$ cat config.mk
export PLATFORM = sky130hd
export DESIGN_NAME = dual_decode_top
export DESIGN_NICKNAME = d
export VERILOG_FILES = /design/src/logic/rv_isa_pkg.sv /design/src/logic/decode_pkg.sv /design/src/logic/fetch_bundle_if.sv /design/src/logic/fetch_skid_buffer.sv /design/src/logic/rv_lane_decoder.sv /design/src/logic/issue_register.sv /design/src/logic/dual_decode_top.sv
export VERILOG_INCLUDE_DIRS = /design/src /design/src/logic
export SDC_FILE = /design/constraint.sdc
export NUM_CORES = 1
export LEC_CHECK = 0
export BUFFER_PORTS_ARGS = -buffer_cell sky130_fd_sc_hd__buf_2
export CAP_MARGIN = 25
export CORE_MARGIN = 8
export CORE_UTILIZATION = 54
export DETAILED_ROUTE_END_ITERATION = 10
export PLACE_DENSITY = 0.88
export SLEW_MARGIN = 20
export SYNTH_ARGS = -nofsm -noshare
export SYNTH_HDL_FRONTEND = slang
export SYNTH_SLANG_ARGS = --single-unit
export TNS_END_PERCENT = 1
$ cat constraint.sdc
create_clock -name cpu_clk_i -period 13.75 [get_ports cpu_clk_i]
set_clock_uncertainty 0.1 [all_clocks]
set_input_delay 2.75 -clock cpu_clk_i [delete_from_list [all_inputs] [get_ports cpu_clk_i]]
set_output_delay 2.75 -clock cpu_clk_i [all_outputs]
set_load 0.05 [all_outputs]
$ cat src/logic/decode_defines.svh
// widths and lane count shared by the decode stage RTL
// include wherever a width or the lane count is needed
`ifndef DECODE_DEFINES_SVH
`define DECODE_DEFINES_SVH

// data and immediate width
`define DEC_XLEN 32

// pc of an instruction pair, byte address bits 31:2
`define DEC_PC_W 30

// one fetch word holds two instructions
`define DEC_BUNDLE_W 64

`define DEC_LANES 2

`define DEC_REG_W 5

`endif

$ cat src/logic/rv_isa_pkg.sv
// RV32I instruction encoding types
// the lane decoder reads one instruction word through these views
`default_nettype none
`include "decode_defines.svh"

package rv_isa_pkg;

  // major opcode, instruction bits 6:2
  typedef enum logic [4:0] {
    OPC_LOAD   = 5'b00000,
    OPC_OP_IMM = 5'b00100,
    OPC_AUIPC  = 5'b00101,
    OPC_STORE  = 5'b01000,
    OPC_OP     = 5'b01100,
    OPC_LUI    = 5'b01101,
    OPC_BRANCH = 5'b11000,
    OPC_JALR   = 5'b11001,
    OPC_JAL    = 5'b11011
  } rv_opcode_e;

  typedef struct packed {
    logic [6:0]            funct7;
    logic [`DEC_REG_W-1:0] rs2;
    logic [`DEC_REG_W-1:0] rs1;
    logic [2:0]            funct3;
    logic [`DEC_REG_W-1:0] rd;
    rv_opcode_e            opcode;
    logic [1:0]            low_bits;
  } rv_rtype_t;

  typedef struct packed {
    logic [19:0]           imm20;
    logic [`DEC_REG_W-1:0] rd;
    rv_opcode_e            opcode;
    logic [1:0]            low_bits;
  } rv_utype_t;

  // same word seen as register fields or as upper immediate
  typedef union packed {
    rv_rtype_t r;
    rv_utype_t u;
  } rv_instr_u;

endpackage

`default_nettype wire

$ cat src/logic/decode_pkg.sv
// decoded micro-op types handed from decode to rename
// imported by the lane decoders, the issue register and the top level
`default_nettype none
`include "decode_defines.svh"

package decode_pkg;

  // execution unit that takes the instruction
  typedef enum logic [3:0] {
    UNIT_NONE   = 4'd0,
    UNIT_ALU    = 4'd1,
    UNIT_LUI    = 4'd2,
    UNIT_AUIPC  = 4'd3,
    UNIT_JAL    = 4'd4,
    UNIT_JALR   = 4'd5,
    UNIT_BRANCH = 4'd6,
    UNIT_LOAD   = 4'd7,
    UNIT_STORE  = 4'd8
  } dec_unit_e;

  typedef struct packed {
    dec_unit_e             unit;
    logic [3:0]            alu_op;
    logic [`DEC_REG_W-1:0] rs1;
    logic [`DEC_REG_W-1:0] rs2;
    logic [`DEC_REG_W-1:0] rd;
    logic [`DEC_XLEN-1:0]  imm;
    logic                  use_imm;
    logic                  rd_wr;
    logic                  rs1_rd;
    logic                  rs2_rd;
    logic                  illegal;
  } dec_uop_t;

endpackage

`default_nettype wire

$ cat src/logic/fetch_bundle_if.sv
// aligned fetch bundle from the skid buffer to the lanes and the issue register
// ready comes back from the issue register
`timescale 1ns/1ps
`default_nettype none
`include "decode_defines.svh"

interface fetch_bundle_if import rv_isa_pkg::*; ();
  logic                   vld;
  logic [`DEC_PC_W-1:0]   pc;
  rv_instr_u              slot_instr [`DEC_LANES];
  logic [`DEC_LANES-1:0]  slot_vld;
  logic                   ready;

  modport src   (output vld, pc, slot_instr, slot_vld, input ready);
  modport lane  (input slot_instr);
  modport issue (input vld, pc, slot_vld, output ready);
endinterface

`default_nettype wire

$ cat src/logic/fetch_skid_buffer.sv
// one-entry skid buffer in front of decode
// holds a fetched bundle across a rename stall and aligns the instruction slots
`timescale 1ns/1ps
`default_nettype none
`include "decode_defines.svh"

module fetch_skid_buffer (
  input  wire                      cpu_clk_i,
  input  wire                      rst_n_i,
  input  wire                      flush_i,
  input  wire                      fetch_vld_i,
  input  wire [`DEC_BUNDLE_W-1:0]  fetch_word_i,
  input  wire [`DEC_PC_W-1:0]      fetch_pc_i,
  output logic                     busy_o,
  fetch_bundle_if.src              bundle
);
  logic                      skid_full;
  logic [`DEC_BUNDLE_W-1:0]  skid_word;
  logic [`DEC_PC_W-1:0]      skid_pc;
  logic [`DEC_BUNDLE_W-1:0]  cur_word;
  logic [`DEC_PC_W-1:0]      cur_pc;
  logic                      stall_in;

  // accepted bundle that the issue stage cannot take this cycle
  assign stall_in = fetch_vld_i && !skid_full && !bundle.ready && !flush_i;

  always_ff @(posedge cpu_clk_i) begin
    if (!rst_n_i || flush_i) begin
      skid_full <= 1'b0;
    end else if (skid_full && bundle.ready) begin
      skid_full <= 1'b0;
    end else if (stall_in) begin
      skid_full <= 1'b1;
    end
  end

  always_ff @(posedge cpu_clk_i) begin
    if (stall_in) begin
      skid_word <= fetch_word_i;
      skid_pc   <= fetch_pc_i;
    end
  end

  assign busy_o = skid_full;

  // the held entry goes first, otherwise pass the input through
  assign cur_word = skid_full ? skid_word : fetch_word_i;
  assign cur_pc   = skid_full ? skid_pc : fetch_pc_i;

  assign bundle.vld = skid_full || fetch_vld_i;
  assign bundle.pc  = cur_pc;

  // odd pc means only the upper instruction is live, so it moves to lane 0
  assign bundle.slot_instr[0] = cur_pc[0] ? cur_word[`DEC_BUNDLE_W-1 -: `DEC_XLEN]
                                          : cur_word[`DEC_XLEN-1:0];
  assign bundle.slot_instr[1] = cur_word[`DEC_BUNDLE_W-1 -: `DEC_XLEN];
  assign bundle.slot_vld      = cur_pc[0] ? {{(`DEC_LANES-1){1'b0}}, 1'b1}
                                          : {`DEC_LANES{1'b1}};

  // fetch holds off while the entry is occupied
  assert property (@(posedge cpu_clk_i) disable iff (!rst_n_i)
    skid_full |-> !fetch_vld_i);

endmodule

`default_nettype wire

$ cat src/logic/rv_lane_decoder.sv
// combinational RV32I decoder for one lane of the bundle
// builds the micro-op: unit, alu opcode, immediate and register use
`timescale 1ns/1ps
`default_nettype none
`include "decode_defines.svh"

module rv_lane_decoder
  import rv_isa_pkg::*, decode_pkg::*;
#(
  parameter int LANE = 0
) (
  fetch_bundle_if.lane bundle,
  output dec_uop_t     uop_o
);
  rv_instr_u             ins;
  logic [6:0]            f7;
  logic [2:0]            f3;
  logic [`DEC_XLEN-1:0]  imm_i;
  logic [`DEC_XLEN-1:0]  imm_s;
  logic [`DEC_XLEN-1:0]  imm_b;
  logic [`DEC_XLEN-1:0]  imm_u;
  logic [`DEC_XLEN-1:0]  imm_j;
  logic                  op_bad;
  logic                  shift_bad;
  logic                  fmt_bad;
  logic                  illegal;
  dec_unit_e             unit;
  logic [3:0]            alu_op;
  logic [`DEC_XLEN-1:0]  imm;
  logic                  use_imm;
  logic                  rs1_use;
  logic                  rs2_use;
  logic                  rd_use;

  assign ins = bundle.slot_instr[LANE];
  assign f7  = ins.r.funct7;
  assign f3  = ins.r.funct3;

  // I and S immediates sit in the funct7/rs2 and funct7/rd fields
  assign imm_i = {{(`DEC_XLEN-12){f7[6]}}, f7, ins.r.rs2};
  assign imm_s = {{(`DEC_XLEN-12){f7[6]}}, f7, ins.r.rd};
  assign imm_b = {{(`DEC_XLEN-12){f7[6]}}, ins.r.rd[0], f7[5:0], ins.r.rd[4:1], 1'b0};
  assign imm_u = {ins.u.imm20, 12'h000};
  assign imm_j = {{(`DEC_XLEN-20){ins.u.imm20[19]}}, ins.u.imm20[7:0], ins.u.imm20[8],
                  ins.u.imm20[18:9], 1'b0};

  // only add/sub and srl/sra may carry funct7 0x20
  assign op_bad = !((f7 == 7'h00) || (f7 == 7'h20 && (f3 == 3'b000 || f3 == 3'b101)));
  // slli needs funct7 zero, srli and srai allow bit 5
  assign shift_bad = (f3 == 3'b001 && f7 != 7'h00) ||
                     (f3 == 3'b101 && f7 != 7'h00 && f7 != 7'h20);

  always_comb begin
    unit    = UNIT_NONE;
    alu_op  = {1'b0, f3};
    imm     = '0;
    use_imm = 1'b0;
    fmt_bad = 1'b0;
    rs1_use = 1'b1;
    rs2_use = 1'b0;
    rd_use  = 1'b0;
    case (ins.r.opcode)
      OPC_OP: begin
        unit    = UNIT_ALU;
        alu_op  = {f7[5], f3};
        fmt_bad = op_bad;
        rs2_use = 1'b1;
        rd_use  = 1'b1;
      end
      OPC_OP_IMM: begin
        unit    = UNIT_ALU;
        // bit 5 of funct7 is immediate data except for right shifts
        alu_op  = {f7[5] & (f3 == 3'b101), f3};
        imm     = imm_i;
        use_imm = 1'b1;
        fmt_bad = shift_bad;
        rd_use  = 1'b1;
      end
      OPC_LOAD: begin
        unit    = UNIT_LOAD;
        imm     = imm_i;
        fmt_bad = f3[2] & f3[1];
        rd_use  = 1'b1;
      end
      OPC_STORE: begin
        unit    = UNIT_STORE;
        imm     = imm_s;
        fmt_bad = f3 > 3'b010;
        rs2_use = 1'b1;
      end
      OPC_BRANCH: begin
        unit    = UNIT_BRANCH;
        imm     = imm_b;
        fmt_bad = f3[2:1] == 2'b01;
        rs2_use = 1'b1;
      end
      OPC_JALR: begin
        unit    = UNIT_JALR;
        imm     = imm_i;
        fmt_bad = f3 != 3'b000;
        rd_use  = 1'b1;
      end
      OPC_JAL: begin
        unit    = UNIT_JAL;
        imm     = imm_j;
        rs1_use = 1'b0;
        rd_use  = 1'b1;
      end
      OPC_LUI: begin
        unit    = UNIT_LUI;
        imm     = imm_u;
        rs1_use = 1'b0;
        rd_use  = 1'b1;
      end
      OPC_AUIPC: begin
        unit    = UNIT_AUIPC;
        imm     = imm_u;
        rs1_use = 1'b0;
        rd_use  = 1'b1;
      end
      default: begin
        fmt_bad = 1'b1;
      end
    endcase
  end

  // 16-bit encodings are not supported
  assign illegal = (ins.r.low_bits != 2'b11) || fmt_bad;

  always_comb begin
    uop_o.unit    = illegal ? UNIT_NONE : unit;
    uop_o.alu_op  = alu_op;
    uop_o.rs1     = ins.r.rs1;
    uop_o.rs2     = ins.r.rs2;
    uop_o.rd      = ins.r.rd;
    uop_o.imm     = imm;
    uop_o.use_imm = use_imm;
    // writes to x0 are dropped here so rename never allocates for them
    uop_o.rd_wr   = !illegal && rd_use && (ins.r.rd != '0);
    uop_o.rs1_rd  = !illegal && rs1_use;
    uop_o.rs2_rd  = !illegal && rs2_use;
    uop_o.illegal = illegal;
  end

endmodule

`default_nettype wire

$ cat src/logic/issue_register.sv
// output register of the decode stage
// holds both micro-ops for rename and stalls while rename is busy
`timescale 1ns/1ps
`default_nettype none
`include "decode_defines.svh"

module issue_register import decode_pkg::*; (
  input  wire                    cpu_clk_i,
  input  wire                    rst_n_i,
  input  wire                    flush_i,
  input  wire                    rn_busy_i,
  fetch_bundle_if.issue          bundle,
  input  wire dec_uop_t          uop_i [`DEC_LANES],
  output logic                   valid_o,
  output logic                   ins1_valid_o,
  output logic [`DEC_PC_W-1:0]   bundle_pc_o,
  output dec_uop_t               uop_o [`DEC_LANES]
);
  logic take;

  assign bundle.ready = !rn_busy_i;
  assign take = bundle.vld && !rn_busy_i;

  always_ff @(posedge cpu_clk_i) begin
    if (!rst_n_i || flush_i) begin
      valid_o <= 1'b0;
    end else if (!rn_busy_i) begin
      // an empty cycle drops valid
      valid_o <= bundle.vld;
    end
  end

  always_ff @(posedge cpu_clk_i) begin
    if (take) begin
      bundle_pc_o  <= bundle.pc;
      ins1_valid_o <= bundle.slot_vld[1];
      uop_o        <= uop_i;
    end
  end

  // rename sees a frozen bundle for the whole stall
  assert property (@(posedge cpu_clk_i) disable iff (!rst_n_i)
    valid_o && rn_busy_i && !flush_i |=> valid_o && $stable(bundle_pc_o) &&
      $stable(ins1_valid_o) && $stable(uop_o[0]) && $stable(uop_o[1]));

endmodule

`default_nettype wire

$ cat src/logic/dual_decode_top.sv
// dual-issue RV32I decode stage between fetch and rename
// fetch offers a bundle when busy_o is low; rename stalls with rn_busy_i
`timescale 1ns/1ps
`default_nettype none
`include "decode_defines.svh"

module dual_decode_top import decode_pkg::*; (
  input  wire                       cpu_clk_i,
  input  wire                       rst_n_i,
  input  wire                       flush_i,
  input  wire                       icache_valid_i,
  input  wire [`DEC_BUNDLE_W-1:0]   instruction_i,
  input  wire [`DEC_PC_W-1:0]       if2_pc_i,
  input  wire                       rn_busy_i,
  output logic                      busy_o,
  output logic                      valid_o,
  output logic                      ins1_valid_o,
  output logic [`DEC_PC_W-1:0]      bundle_pc_o,
  output dec_unit_e                 ins0_unit_o,
  output logic [3:0]                ins0_alu_op_o,
  output logic [`DEC_REG_W-1:0]     ins0_rs1_o,
  output logic [`DEC_REG_W-1:0]     ins0_rs2_o,
  output logic [`DEC_REG_W-1:0]     ins0_rd_o,
  output logic [`DEC_XLEN-1:0]      ins0_imm_o,
  output logic                      ins0_use_imm_o,
  output logic                      ins0_rd_wr_o,
  output logic                      ins0_rs1_rd_o,
  output logic                      ins0_rs2_rd_o,
  output logic                      ins0_illegal_o,
  output dec_unit_e                 ins1_unit_o,
  output logic [3:0]                ins1_alu_op_o,
  output logic [`DEC_REG_W-1:0]     ins1_rs1_o,
  output logic [`DEC_REG_W-1:0]     ins1_rs2_o,
  output logic [`DEC_REG_W-1:0]     ins1_rd_o,
  output logic [`DEC_XLEN-1:0]      ins1_imm_o,
  output logic                      ins1_use_imm_o,
  output logic                      ins1_rd_wr_o,
  output logic                      ins1_rs1_rd_o,
  output logic                      ins1_rs2_rd_o,
  output logic                      ins1_illegal_o
);
  fetch_bundle_if bundle_if ();

  dec_uop_t uop_dec [`DEC_LANES];
  dec_uop_t uop_q   [`DEC_LANES];

  fetch_skid_buffer u_skid (
    .cpu_clk_i    (cpu_clk_i),
    .rst_n_i      (rst_n_i),
    .flush_i      (flush_i),
    .fetch_vld_i  (icache_valid_i),
    .fetch_word_i (instruction_i),
    .fetch_pc_i   (if2_pc_i),
    .busy_o       (busy_o),
    .bundle       (bundle_if.src)
  );

  for (genvar l = 0; l < `DEC_LANES; l++) begin : g_lane
    rv_lane_decoder #(
      .LANE (l)
    ) u_lane (
      .bundle (bundle_if.lane),
      .uop_o  (uop_dec[l])
    );
  end

  issue_register u_issue (
    .cpu_clk_i    (cpu_clk_i),
    .rst_n_i      (rst_n_i),
    .flush_i      (flush_i),
    .rn_busy_i    (rn_busy_i),
    .bundle       (bundle_if.issue),
    .uop_i        (uop_dec),
    .valid_o      (valid_o),
    .ins1_valid_o (ins1_valid_o),
    .bundle_pc_o  (bundle_pc_o),
    .uop_o        (uop_q)
  );

  // lane 0
  assign ins0_unit_o    = uop_q[0].unit;
  assign ins0_alu_op_o  = uop_q[0].alu_op;
  assign ins0_rs1_o     = uop_q[0].rs1;
  assign ins0_rs2_o     = uop_q[0].rs2;
  assign ins0_rd_o      = uop_q[0].rd;
  assign ins0_imm_o     = uop_q[0].imm;
  assign ins0_use_imm_o = uop_q[0].use_imm;
  assign ins0_rd_wr_o   = uop_q[0].rd_wr;
  assign ins0_rs1_rd_o  = uop_q[0].rs1_rd;
  assign ins0_rs2_rd_o  = uop_q[0].rs2_rd;
  assign ins0_illegal_o = uop_q[0].illegal;

  // lane 1, qualified by ins1_valid_o
  assign ins1_unit_o    = uop_q[1].unit;
  assign ins1_alu_op_o  = uop_q[1].alu_op;
  assign ins1_rs1_o     = uop_q[1].rs1;
  assign ins1_rs2_o     = uop_q[1].rs2;
  assign ins1_rd_o      = uop_q[1].rd;
  assign ins1_imm_o     = uop_q[1].imm;
  assign ins1_use_imm_o = uop_q[1].use_imm;
  assign ins1_rd_wr_o   = uop_q[1].rd_wr;
  assign ins1_rs1_rd_o  = uop_q[1].rs1_rd;
  assign ins1_rs2_rd_o  = uop_q[1].rs2_rd;
  assign ins1_illegal_o = uop_q[1].illegal;

endmodule

`default_nettype wire

==> out/metrics.csv, run 1 <==
stage,metric,value,unit
worst_setup_path,largest fanout on the critical path,48,
worst_setup_path,Setup crit start kind,primary input,
yosys,synthesized area,10700,um^2
route,highest routed layer,met4,
pwr,Clock power frac,36.3,%
floorplanning,std cell rows,51,
floorplanning,DIE HEIGHT,157,um
layout,layout cells sized above 1,38.7,%
yosys,asr flop ratio synth,0,%
clock_network,"Reg clk slew, reported paths",0.06,ns
yosys,Unique masters post-synth,63,
floorplanning,starting density of the core,55.0,%
yosys,ys flop type,edfxtp_1,
worst_setup_path,type of the worst setup path,in2reg,
sta,maximum clock rate,182,MHz
route,met2 WL,13600,um
clock_network,clock sink total,247,
route,routed len/inst,22.6,um
sta,Final min period,5.51,ns
global_routing,vias in the first global route,7172,
pwr,Combinational Power Share,14.3,%
min_path,Hold Crit Class,reg2reg,
sta,fin crit share,40.0,%
route,DR vias/cell,5.68,
sta,"Setup violations, final",0,
route,drt total wl,28200,um
yosys,top-count cell post-synth,edfxtp_1,
route,vias,7090,
clock_network,CTS Root Cell,clkbuf_16,
layout,final net count,1065,
pwr,switching portion of total power,26.8,%
route,# DRC,0,
job,max-cap viol count,0,
pwr,peak supply drop,0.102,mV
global_routing,largest net degree at the start of global routing,78,
worst_setup_path,Critical Path RT,13.85,ns
floorplanning,core area,19400,um^2
floorplanning,I/O pin cnt,252,
route,Pre-antenna DRT Iters,6,
sta,Slew @ Worst Pin,1.03,ns
sta,RSZ-0062 raised after global routing,false,
yosys,Commonest cells post-synth,"edfxtp_1 (245), o21ai_0 (68), mux2_2 (57)",
clock_network,post-CTS sizing,0,
sta,Slew HR,31.3,%
sta,final setup TNS,0,ns
clock_network,total CTS buffers,25,
clock_network,Post-CTS Repair Setup Buffers,0,
clock_network,CTS Buffer Depth,3,
placed_design,GPL Wtd Cong,0.854,
yosys,Synth area leaders,"edfxtp_1 (69%), mux2_2 (6.0%), mux2i_1 (4.5%)",
route,met3 WL,2700,um
sta,final hold violations,0,
pwr,switching pwr,0.478,mW
clock_network,H-tree depth,1,
floorplanning,Die Footprint,24500,um^2
global_routing,initial antenna violation count,1,
clock_network,worst skew pair latency,0.53,ns
placed_design,DPL Wire Length,20200,um
clock_network,TritonCTS clock tree,built,
global_routing,global-route wire length before repair,41900,um
worst_setup_path,nature of the critical path endpoint,flip-flop,
status,status,finished clean,
yosys,number of flops mapped to enable cells by yosys,245,
yosys,top cell type's share of synthesized area,69.0,%
clock_network,hold_buf cts,0,
route,Routed Antenna Nets,0,
route,met1 WL,11000,um
yosys,Synth Instances,709,
pwr,PwrDens,138,nW/um^2
sta,hold slack,0.441,ns
yosys,sequential share of the synthesized area,69.4,%
global_routing,Overflow after GRT,0,
sta,max-slew violations,0,
yosys,cell taking the most area after synthesis,edfxtp_1,
pwr,Static Leakage,4.79,nW
layout,Area Growth Syn to Fin,20.9,%
worst_setup_path,Crit path arrival time,5.60,ns
floorplanning,Die X,157,um
yosys,Syn Area/Cell,15.0,um^2
pwr,Cell Int Power,1.31,mW
route,detailed router's first-iteration violation count,506,
placed_design,number of port buffers,251,
global_routing,gr usage total,22.2,%
yosys,Ys Warns,0,
yosys,Post-Syn Nets,808,
yosys,register bit total from synthesis,247,
pwr,register share of total power,49.4,%
[flip-flops by register name (all words and copies together) (netlist names)]
name and cells:
u_skid.skid_pc 30, u_issue.bundle_pc_o 30, u_skid.skid_word 64, u_issue.valid_o 1
u_skid.busy_o 1, u_issue.ins1_valid_o 1, u_issue.uop_o 120
[through the flow]
step	setup WS, ns	cells	area (um^2)	total power, mW	util, %
after global placement	7.93	1204	12100	1.15	62.5
final	8.24	1248	12900	1.79	66.4
after floorplan	1.11	709	10700	1.08	-
after CTS	8.29	1247	12900	1.80	66.4
after detailed placement	7.75	1204	12100	1.15	62.5
after global routing	8.01	1248	12900	1.84	66.4
[power by group through the flow]
stage	sequential, mW	clock, mW	combinational (mW)
floorplan	0.992	0	0.0897
global placement	0.896	0	0.251
detailed placement	0.897	0	0.255
CTS	0.881	0.660	0.257
global route	0.884	0.685	0.270
finish	0.881	0.648	0.256
[per-layer routing]
layer,vias up,GRT usage [%]
met4,0,6.91
met1,3414,28.0
met5,-,0
met2,366,37.3
met3,58,5.32
li1,3252,-
[logic make-up after synthesis]
kind of cell | synth area share, %
DFF | 69.4
and+or+nand+nor | 6.34
AOI/OAI and AO/OA | 8.38
muxes | 12.1
buffers and inverters | 3.47
xor gates and xnor gates | 0.329
[critical path, stage by stage]
cell      delay, ns
buf_2          0.19
mux2i_4        0.15
buf_4          0.48
inv_2          0.24
mux2i_4        0.40
mux2i_1        0.32
nor2_1         0.09
o221ai_1       0.67
o21ai_0        0.30
[cell usage in the layout, fill, tap and decap left out, types with 2 or more instances in the layout]
cell and n:
o211ai_1 5, clkinv_2 6, a211o_1 2, buf_4 8, nand4_1 4, o21ai_0 68, nand3_1 10, and2_1 2
mux2i_2 3, nor3_2 2, a21o_1 3, o22ai_1 13, mux2i_1 48, mux2i_4 5, a21oi_1 26, nor3_1 14
nand2_1 34, and3_1 2, or2_2 2, mux2_2 57, a211oi_1 6, bufinv_16 2, clkbuf_1 5, inv_1 39
a31oi_1 4, nor2_1 37, or3b_2 2, clkinv_1 4, clkbuf_16 25, buf_2 251, nor3b_1 5, nand3b_1 2
xnor2_1 4, o2111ai_1 2, edfxtp_1 245, o21a_1 2
[worst paths after layout]
kind         slack (ns)                                end  cells after the start                          from
max                8.24        u_issue.uop_o[87]$_DFFE_PP_                      9                   if2_pc_i[0]
min                0.44  u_issue.bundle_pc_o[22]$_DFFE_PP_                      1  u_skid.skid_pc[22]$_DFFE_PP_
min reg2reg        0.44  u_issue.bundle_pc_o[22]$_DFFE_PP_                      1  u_skid.skid_pc[22]$_DFFE_PP_
max reg2reg        9.14        u_issue.uop_o[87]$_DFFE_PP_                      8    u_skid.busy_o$_SDFFE_PP0P_
[final cells by class]
| class | count | area, um^2 |
|---|---|---|
| clock buffers | 30 | 644 |
| clock inverters | 13 | 125 |
| multi-input cells | 393 | 2920 |
| fillers | 1423 | 6510 |
| flip-flops and latches | 247 | 7400 |
| inverters | 40 | 150 |
| well taps | 265 | 332 |
| diodes | 1 | 2.50 |
| repair buffers | 259 | 1320 |
Note: power is estimated with default switching activity, not from simulation.
==> inputs of run 2 (changes only) <==
Clock period 13.75 ns to 5.25 ns, I/O delays scaled along.
==> run 2 against run 1 <==
Effect of this change:
- clock power rose to 2.7 times the previous value
- utilization rose by 0.43 points
- via count barely moved
- critical endpoint is now u_issue.uop_o[88]$_DFFE_PP_
- first-iteration DRC count rose by 7.1%
- non-clock buffer count rose by 3
- wire length fell by 0.34%
==> out/metrics.csv, run 2 (synthesized netlist as in run 1, its figures left out) <==
stage,metric,value,unit
status,status,finished clean,
placed_design,placed instance area,12200,um^2
global_routing,global-route wire length before repair,41600,um
sta,maximum clock rate,248,MHz
route,# DRC,0,
route,vias,7096,
global_routing,vias in the first global route,7190,
clock_network,H-tree depth,1,
layout,layout cells sized above 1,38.6,%
global_routing,gr usage total,22.2,%
sta,final worst slack,1.22,ns
route,DR vias/cell,5.66,
placed_design,number of port buffers,251,
job,max-cap viol count,0,
layout,Area Growth Syn to Fin,21.7,%
layout,Final Cell Area,13000,um^2
clock_network,post-CTS sizing,0,
route,Routed Antenna Nets,0,
worst_setup_path,Setup crit start kind,primary input,
layout,most frequent cells in the layout,"buf_2 (251), edfxtp_1 (245), o21ai_0 (68), mux2_2 (57), mux2i_1 (48)",
sta,fin crit share,76.7,%
floorplanning,starting density of the core,55.0,%
worst_setup_path,largest fanout on the critical path,26,
route,routed len/inst,22.4,um
floorplanning,core area,19400,um^2
clock_network,worst skew pair latency,0.53,ns
layout,Util after Layout,66.9,%
clock_network,hold_buf cts,0,
sta,RSZ-0062 raised after global routing,false,
layout,biggest regs,"u_issue.uop_o (120), u_skid.skid_word (64)",
layout,final net count,1069,
sta,"Setup violations, final",0,
floorplanning,DIE HEIGHT,157,um
sta,Final min period,4.03,ns
worst_setup_path,type of the worst setup path,in2reg,
pwr,peak supply drop,0.269,mV
route,Pre-antenna DRT Iters,7,
worst_setup_path,nature of the critical path endpoint,flip-flop,
clock_network,"Reg clk slew, reported paths",0.06,ns
global_routing,initial antenna violation count,2,
clock_network,clock sink total,247,
min_path,WHS Path Cells,2,
floorplanning,I/O pin cnt,252,
sta,final setup TNS,0,ns
sta,final hold violations,0,
worst_setup_path,Worst R2R Path Depth,7,
pwr,PwrDens,367,nW/um^2
clock_network,CTS Root Cell,clkbuf_16,
floorplanning,Die X,157,um
pwr,Static Leakage,4.82,nW
route,detailed router's first-iteration violation count,542,
global_routing,largest net degree at the start of global routing,94,
clock_network,total CTS buffers,26,
clock_network,Post-CTS Repair Setup Buffers,0,
min_path,Hold Crit Class,reg2reg,
worst_setup_path,Critical Path RT,5.35,ns
worst_setup_path,Crit path arrival time,4.13,ns
placed_design,pre-CTS setup slack,0.778,ns
sta,Slew HR,34.0,%
clock_network,TritonCTS clock tree,built,
sta,hold slack,0.430,ns
route,drt total wl,28100,um
placed_design,GPL Wtd Cong,0.858,
sta,Slew @ Worst Pin,0.969,ns
global_routing,Overflow after GRT,0,
placed_design,DPL Wire Length,20500,um
layout,"commonest non-fill, non-tap cell in the layout",buf_2,
floorplanning,Die Footprint,24500,um^2
floorplanning,std cell rows,51,
clock_network,CTS Buffer Depth,3,
sta,max-slew violations,0,
layout,number of flip-flops under the largest register name,120,
layout,Largest Register,u_issue.uop_o,
-- run 2: power by group --
part | internal, mW | switching, mW
Sequential | 2.28 | 0.0297
Clock | 1.05 | 0.722
Combinational | 0.173 | 0.499
Total | 3.50 | 1.25
-- run 2: cell type report --
| cell class | count | area, um^2 |
|---|---|---|
| clock inverters | 12 | 143 |
| repair buffers | 262 | 1350 |
| flip-flops and latches | 247 | 7400 |
| clock buffers | 32 | 673 |
| well taps | 265 | 332 |
| diodes | 2 | 5.00 |
| fillers | 1421 | 6430 |
| inverters | 40 | 150 |
| multi-input cells | 393 | 2920 |
-- run 2: critical path: stages --
cell and delay, ns:
buf_2 0.18, mux2i_4 0.78, inv_2 0.32, mux2i_4 0.43
mux2i_1 0.31, nor2_1 0.10, o221ai_1 0.68, o21ai_0 0.28
-- run 2: worst paths after layout --
kind | startpoint | to | slack, ns
max | if2_pc_i[0] | u_issue.uop_o[88]$_DFFE_PP_ | 1.22
min | u_issue.valid_o$_SDFFE_PP0N_ | u_issue.valid_o$_SDFFE_PP0N_ | 0.43
max reg2reg | u_skid.busy_o$_SDFFE_PP0P_ | u_issue.uop_o[88]$_DFFE_PP_ | 1.24
min reg2reg | u_issue.valid_o$_SDFFE_PP0N_ | u_issue.valid_o$_SDFFE_PP0N_ | 0.43
-- run 2: layer usage --
metal	routed length [um]	track usage (%)
met3	2530	4.41
met1	10900	28.1
met4	1170	9.52
met5	0	0
met2	13400	36.6
-- run 2: through the flow --
| step | std cells | power [mW] |
|---|---|---|
| after floorplan | 709 | 2.82 |
| after global placement | 1207 | 3.01 |
| after detailed placement | 1207 | 3.02 |
| after CTS | 1251 | 4.78 |
| after global routing | 1253 | 4.90 |
| final | 1253 | 4.76 |
==> inputs of run 3 (changes only) <==
Settings changed: ABC_AREA from default to 1.
Clock period 5.25 ns to 4.1 ns, I/O delays scaled along.
==> run 3 against run 2 <==
Effect of this change:
- via count is 12% higher
- hold slack worse by 0.047 ns
- combinational power is 33% higher
- first-iteration DRC count is 32% higher
- global-route usage is 0.34 points higher
- die area is 1.0% higher
- sequential power is 28% higher
- utilization is 0.30 points lower
- critical endpoint is now u_issue.uop_o[80]$_DFFE_PP_
- largest cell class unchanged
- highest routed layer is now met5
==> out/metrics.csv, run 3 <==
stage,metric,value,unit
yosys,synthesized area,10800,um^2
layout,"commonest non-fill, non-tap cell in the layout",nand2_1,
pwr,switching pwr,1.67,mW
pwr,register share of total power,49.6,%
yosys,cell taking the most area after synthesis,edfxtp_1,
worst_setup_path,Setup crit start kind,flip-flop,
yosys,top-count cell post-synth,nand2_1,
floorplanning,I/O pin cnt,252,
yosys,post-synthesis mux area share,0,%
sta,RSZ-0062 raised after global routing,false,
yosys,Synth Instances,964,
yosys,compound-cell area share of the yosys netlist,5.97,%
sta,final setup TNS,0,ns
clock_network,CTS Buffer Depth,3,
floorplanning,starting density of the core,55.2,%
clock_network,Post-CTS Repair Setup Buffers,0,
floorplanning,core area,19500,um^2
global_routing,Overflow after GRT,0,
route,DR vias/cell,5.30,
layout,Largest Register,u_issue.uop_o,
route,Pre-antenna DRT Iters,5,
sta,Slew @ Worst Pin,0.982,ns
layout,Area Growth Syn to Fin,20.5,%
clock_network,H-tree depth,1,
worst_setup_path,slowest CP cell,dfxtp_4,
floorplanning,std cell rows,51,
route,drt total wl,28400,um
sta,maximum clock rate,316,MHz
worst_setup_path,CP max stage delay,0.42,ns
clock_network,worst skew pair latency,0.52,ns
clock_network,post-CTS sizing,0,
worst_setup_path,Crit path arrival time,3.33,ns
pwr,Cell Int Power,4.31,mW
placed_design,GPL Wtd Cong,0.884,
yosys,Unique masters post-synth,43,
pwr,Static Leakage,5.60,nW
min_path,Hold Crit Class,in2reg,
yosys,Commonest cells post-synth,"nand2_1 (322), edfxtp_1 (245), inv_1 (91)",
yosys,Ys Warns,0,
yosys,largest family of logic cells by synthesized area,simple AND/OR/NAND/NOR gates,
sta,max-slew violations,0,
worst_setup_path,largest fanout on the critical path,48,
yosys,Synth area leaders,"edfxtp_1 (68%), nand2_1 (11%), inv_1 (3.2%)",
global_routing,global-route wire length before repair,42800,um
layout,Util after Layout,66.6,%
floorplanning,Die X,157,um
pwr,Clock power frac,35.5,%
worst_setup_path,nature of the critical path endpoint,flip-flop,
sta,fin crit share,77.3,%
yosys,ys flop type,edfxtp_1,
placed_design,pre-CTS setup slack,0.884,ns
worst_setup_path,family with the most delay on the worst path,simple AND/OR/NAND/NOR gates,
worst_setup_path,CP dominant cell by count,nand2_1,
global_routing,initial antenna violation count,7,
worst_setup_path,WP buf/inv,1,
yosys,number of flops mapped to enable cells by yosys,245,
status,status,finished clean,
yosys,Syn Area/Cell,11.2,um^2
pwr,switching portion of total power,27.9,%
sta,"Setup violations, final",0,
clock_network,TritonCTS clock tree,built,
placed_design,number of port buffers,251,
floorplanning,Die Footprint,24800,um^2
clock_network,clock sink total,247,
sta,final worst slack,0.931,ns
route,routed len/inst,18.9,um
yosys,register bit total from synthesis,247,
sta,Final min period,3.17,ns
yosys,Post-Synth Simple-Gate Area,19.3,%
yosys,top cell type's share of synthesized area,68.2,%
global_routing,vias in the first global route,7659,
yosys,Synth Area in Adders,0,%
worst_setup_path,type of the worst setup path,reg2reg,
sta,final hold violations,0,
clock_network,total CTS buffers,25,
job,max-cap viol count,0,
floorplanning,DIE HEIGHT,157,um
clock_network,CTS Root Cell,clkbuf_16,
pwr,Combinational Power Share,15.0,%
global_routing,largest net degree at the start of global routing,95,
layout,number of flip-flops under the largest register name,120,
layout,most frequent cells in the layout,"nand2_1 (322), buf_2 (251), edfxtp_1 (245), inv_1 (91), nor2_1 (64)",
yosys,Post-Syn Nets,1063,
global_routing,gr usage total,22.5,%
route,detailed router's first-iteration violation count,715,
yosys,Post-Synth XOR/XNOR Area,0,%
layout,layout cells sized above 1,29.7,%
route,vias,7971,
worst_setup_path,CP Cell Sequence,inv_4 -> nand2_1 -> nand2_2 -> nand2_1 -> o21ai_1 -> nor2_2 -> nand2_2 -> o21ai_4 -> o21ai_2 -> and2_1 -> nand2_1,
clock_network,"Reg clk slew, reported paths",0.07,ns
route,# DRC,0,
yosys,sequential share of the synthesized area,68.6,%
worst_setup_path,Critical Path RT,4.26,ns
placed_design,DPL Wire Length,20400,um
yosys,asr flop ratio synth,0,%
layout,biggest regs,"u_issue.uop_o (120), u_skid.skid_word (64)",
pwr,peak supply drop,0.270,mV
sta,Slew HR,34.5,%
clock_network,hold_buf cts,0,
layout,final net count,1316,
pwr,PwrDens,460,nW/um^2
route,Routed Antenna Nets,0,
run 3: path summary, 6_finish.rpt:
path | start | to | slack [ns] | cells after the start
min reg2reg | u_issue.valid_o$_SDFFE_PP0N_ | u_issue.valid_o$_SDFFE_PP0N_ | 0.40 | 2
min | instruction_i[6] | u_skid.skid_word[6]$_DFFE_PP_ | 0.38 | 1
max reg2reg | u_skid.busy_o$_SDFFE_PP0P_ | u_issue.uop_o[80]$_DFFE_PP_ | 0.93 | 11
max | u_skid.busy_o$_SDFFE_PP0P_ | u_issue.uop_o[80]$_DFFE_PP_ | 0.93 | 11
run 3: final cells by class:
cell class | count | area [um^2]
Tap cell | 265 | 332
Timing Repair Buffer | 261 | 1370
Multi-Input combinational cell | 582 | 2750
Fill cell | 1460 | 6530
Clock inverter | 15 | 116
Clock buffer | 29 | 641
Sequential cell | 247 | 7400
Antenna cell | 6 | 15.0
Inverter | 100 | 378
run 3: per-stage QoR:
stage               std cells  power, mW  hold WS, ns  area, um^2
global placement         1455       3.89        0.371       12200
CTS                      1499       6.02        0.362       13000
global route             1505       6.18        0.357       13000
floorplan                 964       3.65        0.394       10800
detailed placement       1455       3.91        0.373       12200
finish                   1505       5.98        0.383       13000
run 3: power groups by stage:
stage / logic [mW] / registers (mW) / clock network (mW)
3_5_place_dp: 0.892 / 3.01 / 0
3_3_place_gp: 0.880 / 3.01 / 0
2_1_floorplan: 0.320 / 3.33 / 0
4_1_cts: 0.895 / 2.96 / 2.16
6_report: 0.895 / 2.96 / 2.12
5_1_grt: 0.955 / 2.97 / 2.25
run 3: logic make-up after synthesis:
group / Yosys count
compound gates: 103
buf+inv: 135
flops: 247
simple gates: 479
run 3: routing by layer:
metal	global-route usage [%]	wire [um]	vias to the layer above
met1	30.0	11700	3734
met2	35.9	13200	413
met3	4.00	2490	68
met5	0	15	-
li1	-	-	3754
met4	9.56	1050	2
run 3: worst reg2reg max path, delay by kind of cell (launching register included):
family	cells	cell delay, ns
flip-flops	1	0.42
AND/OR/NAND/NOR	7	1.28
buffers and inverters	1	0.41
AO/OA/AOI/OAI	3	0.69
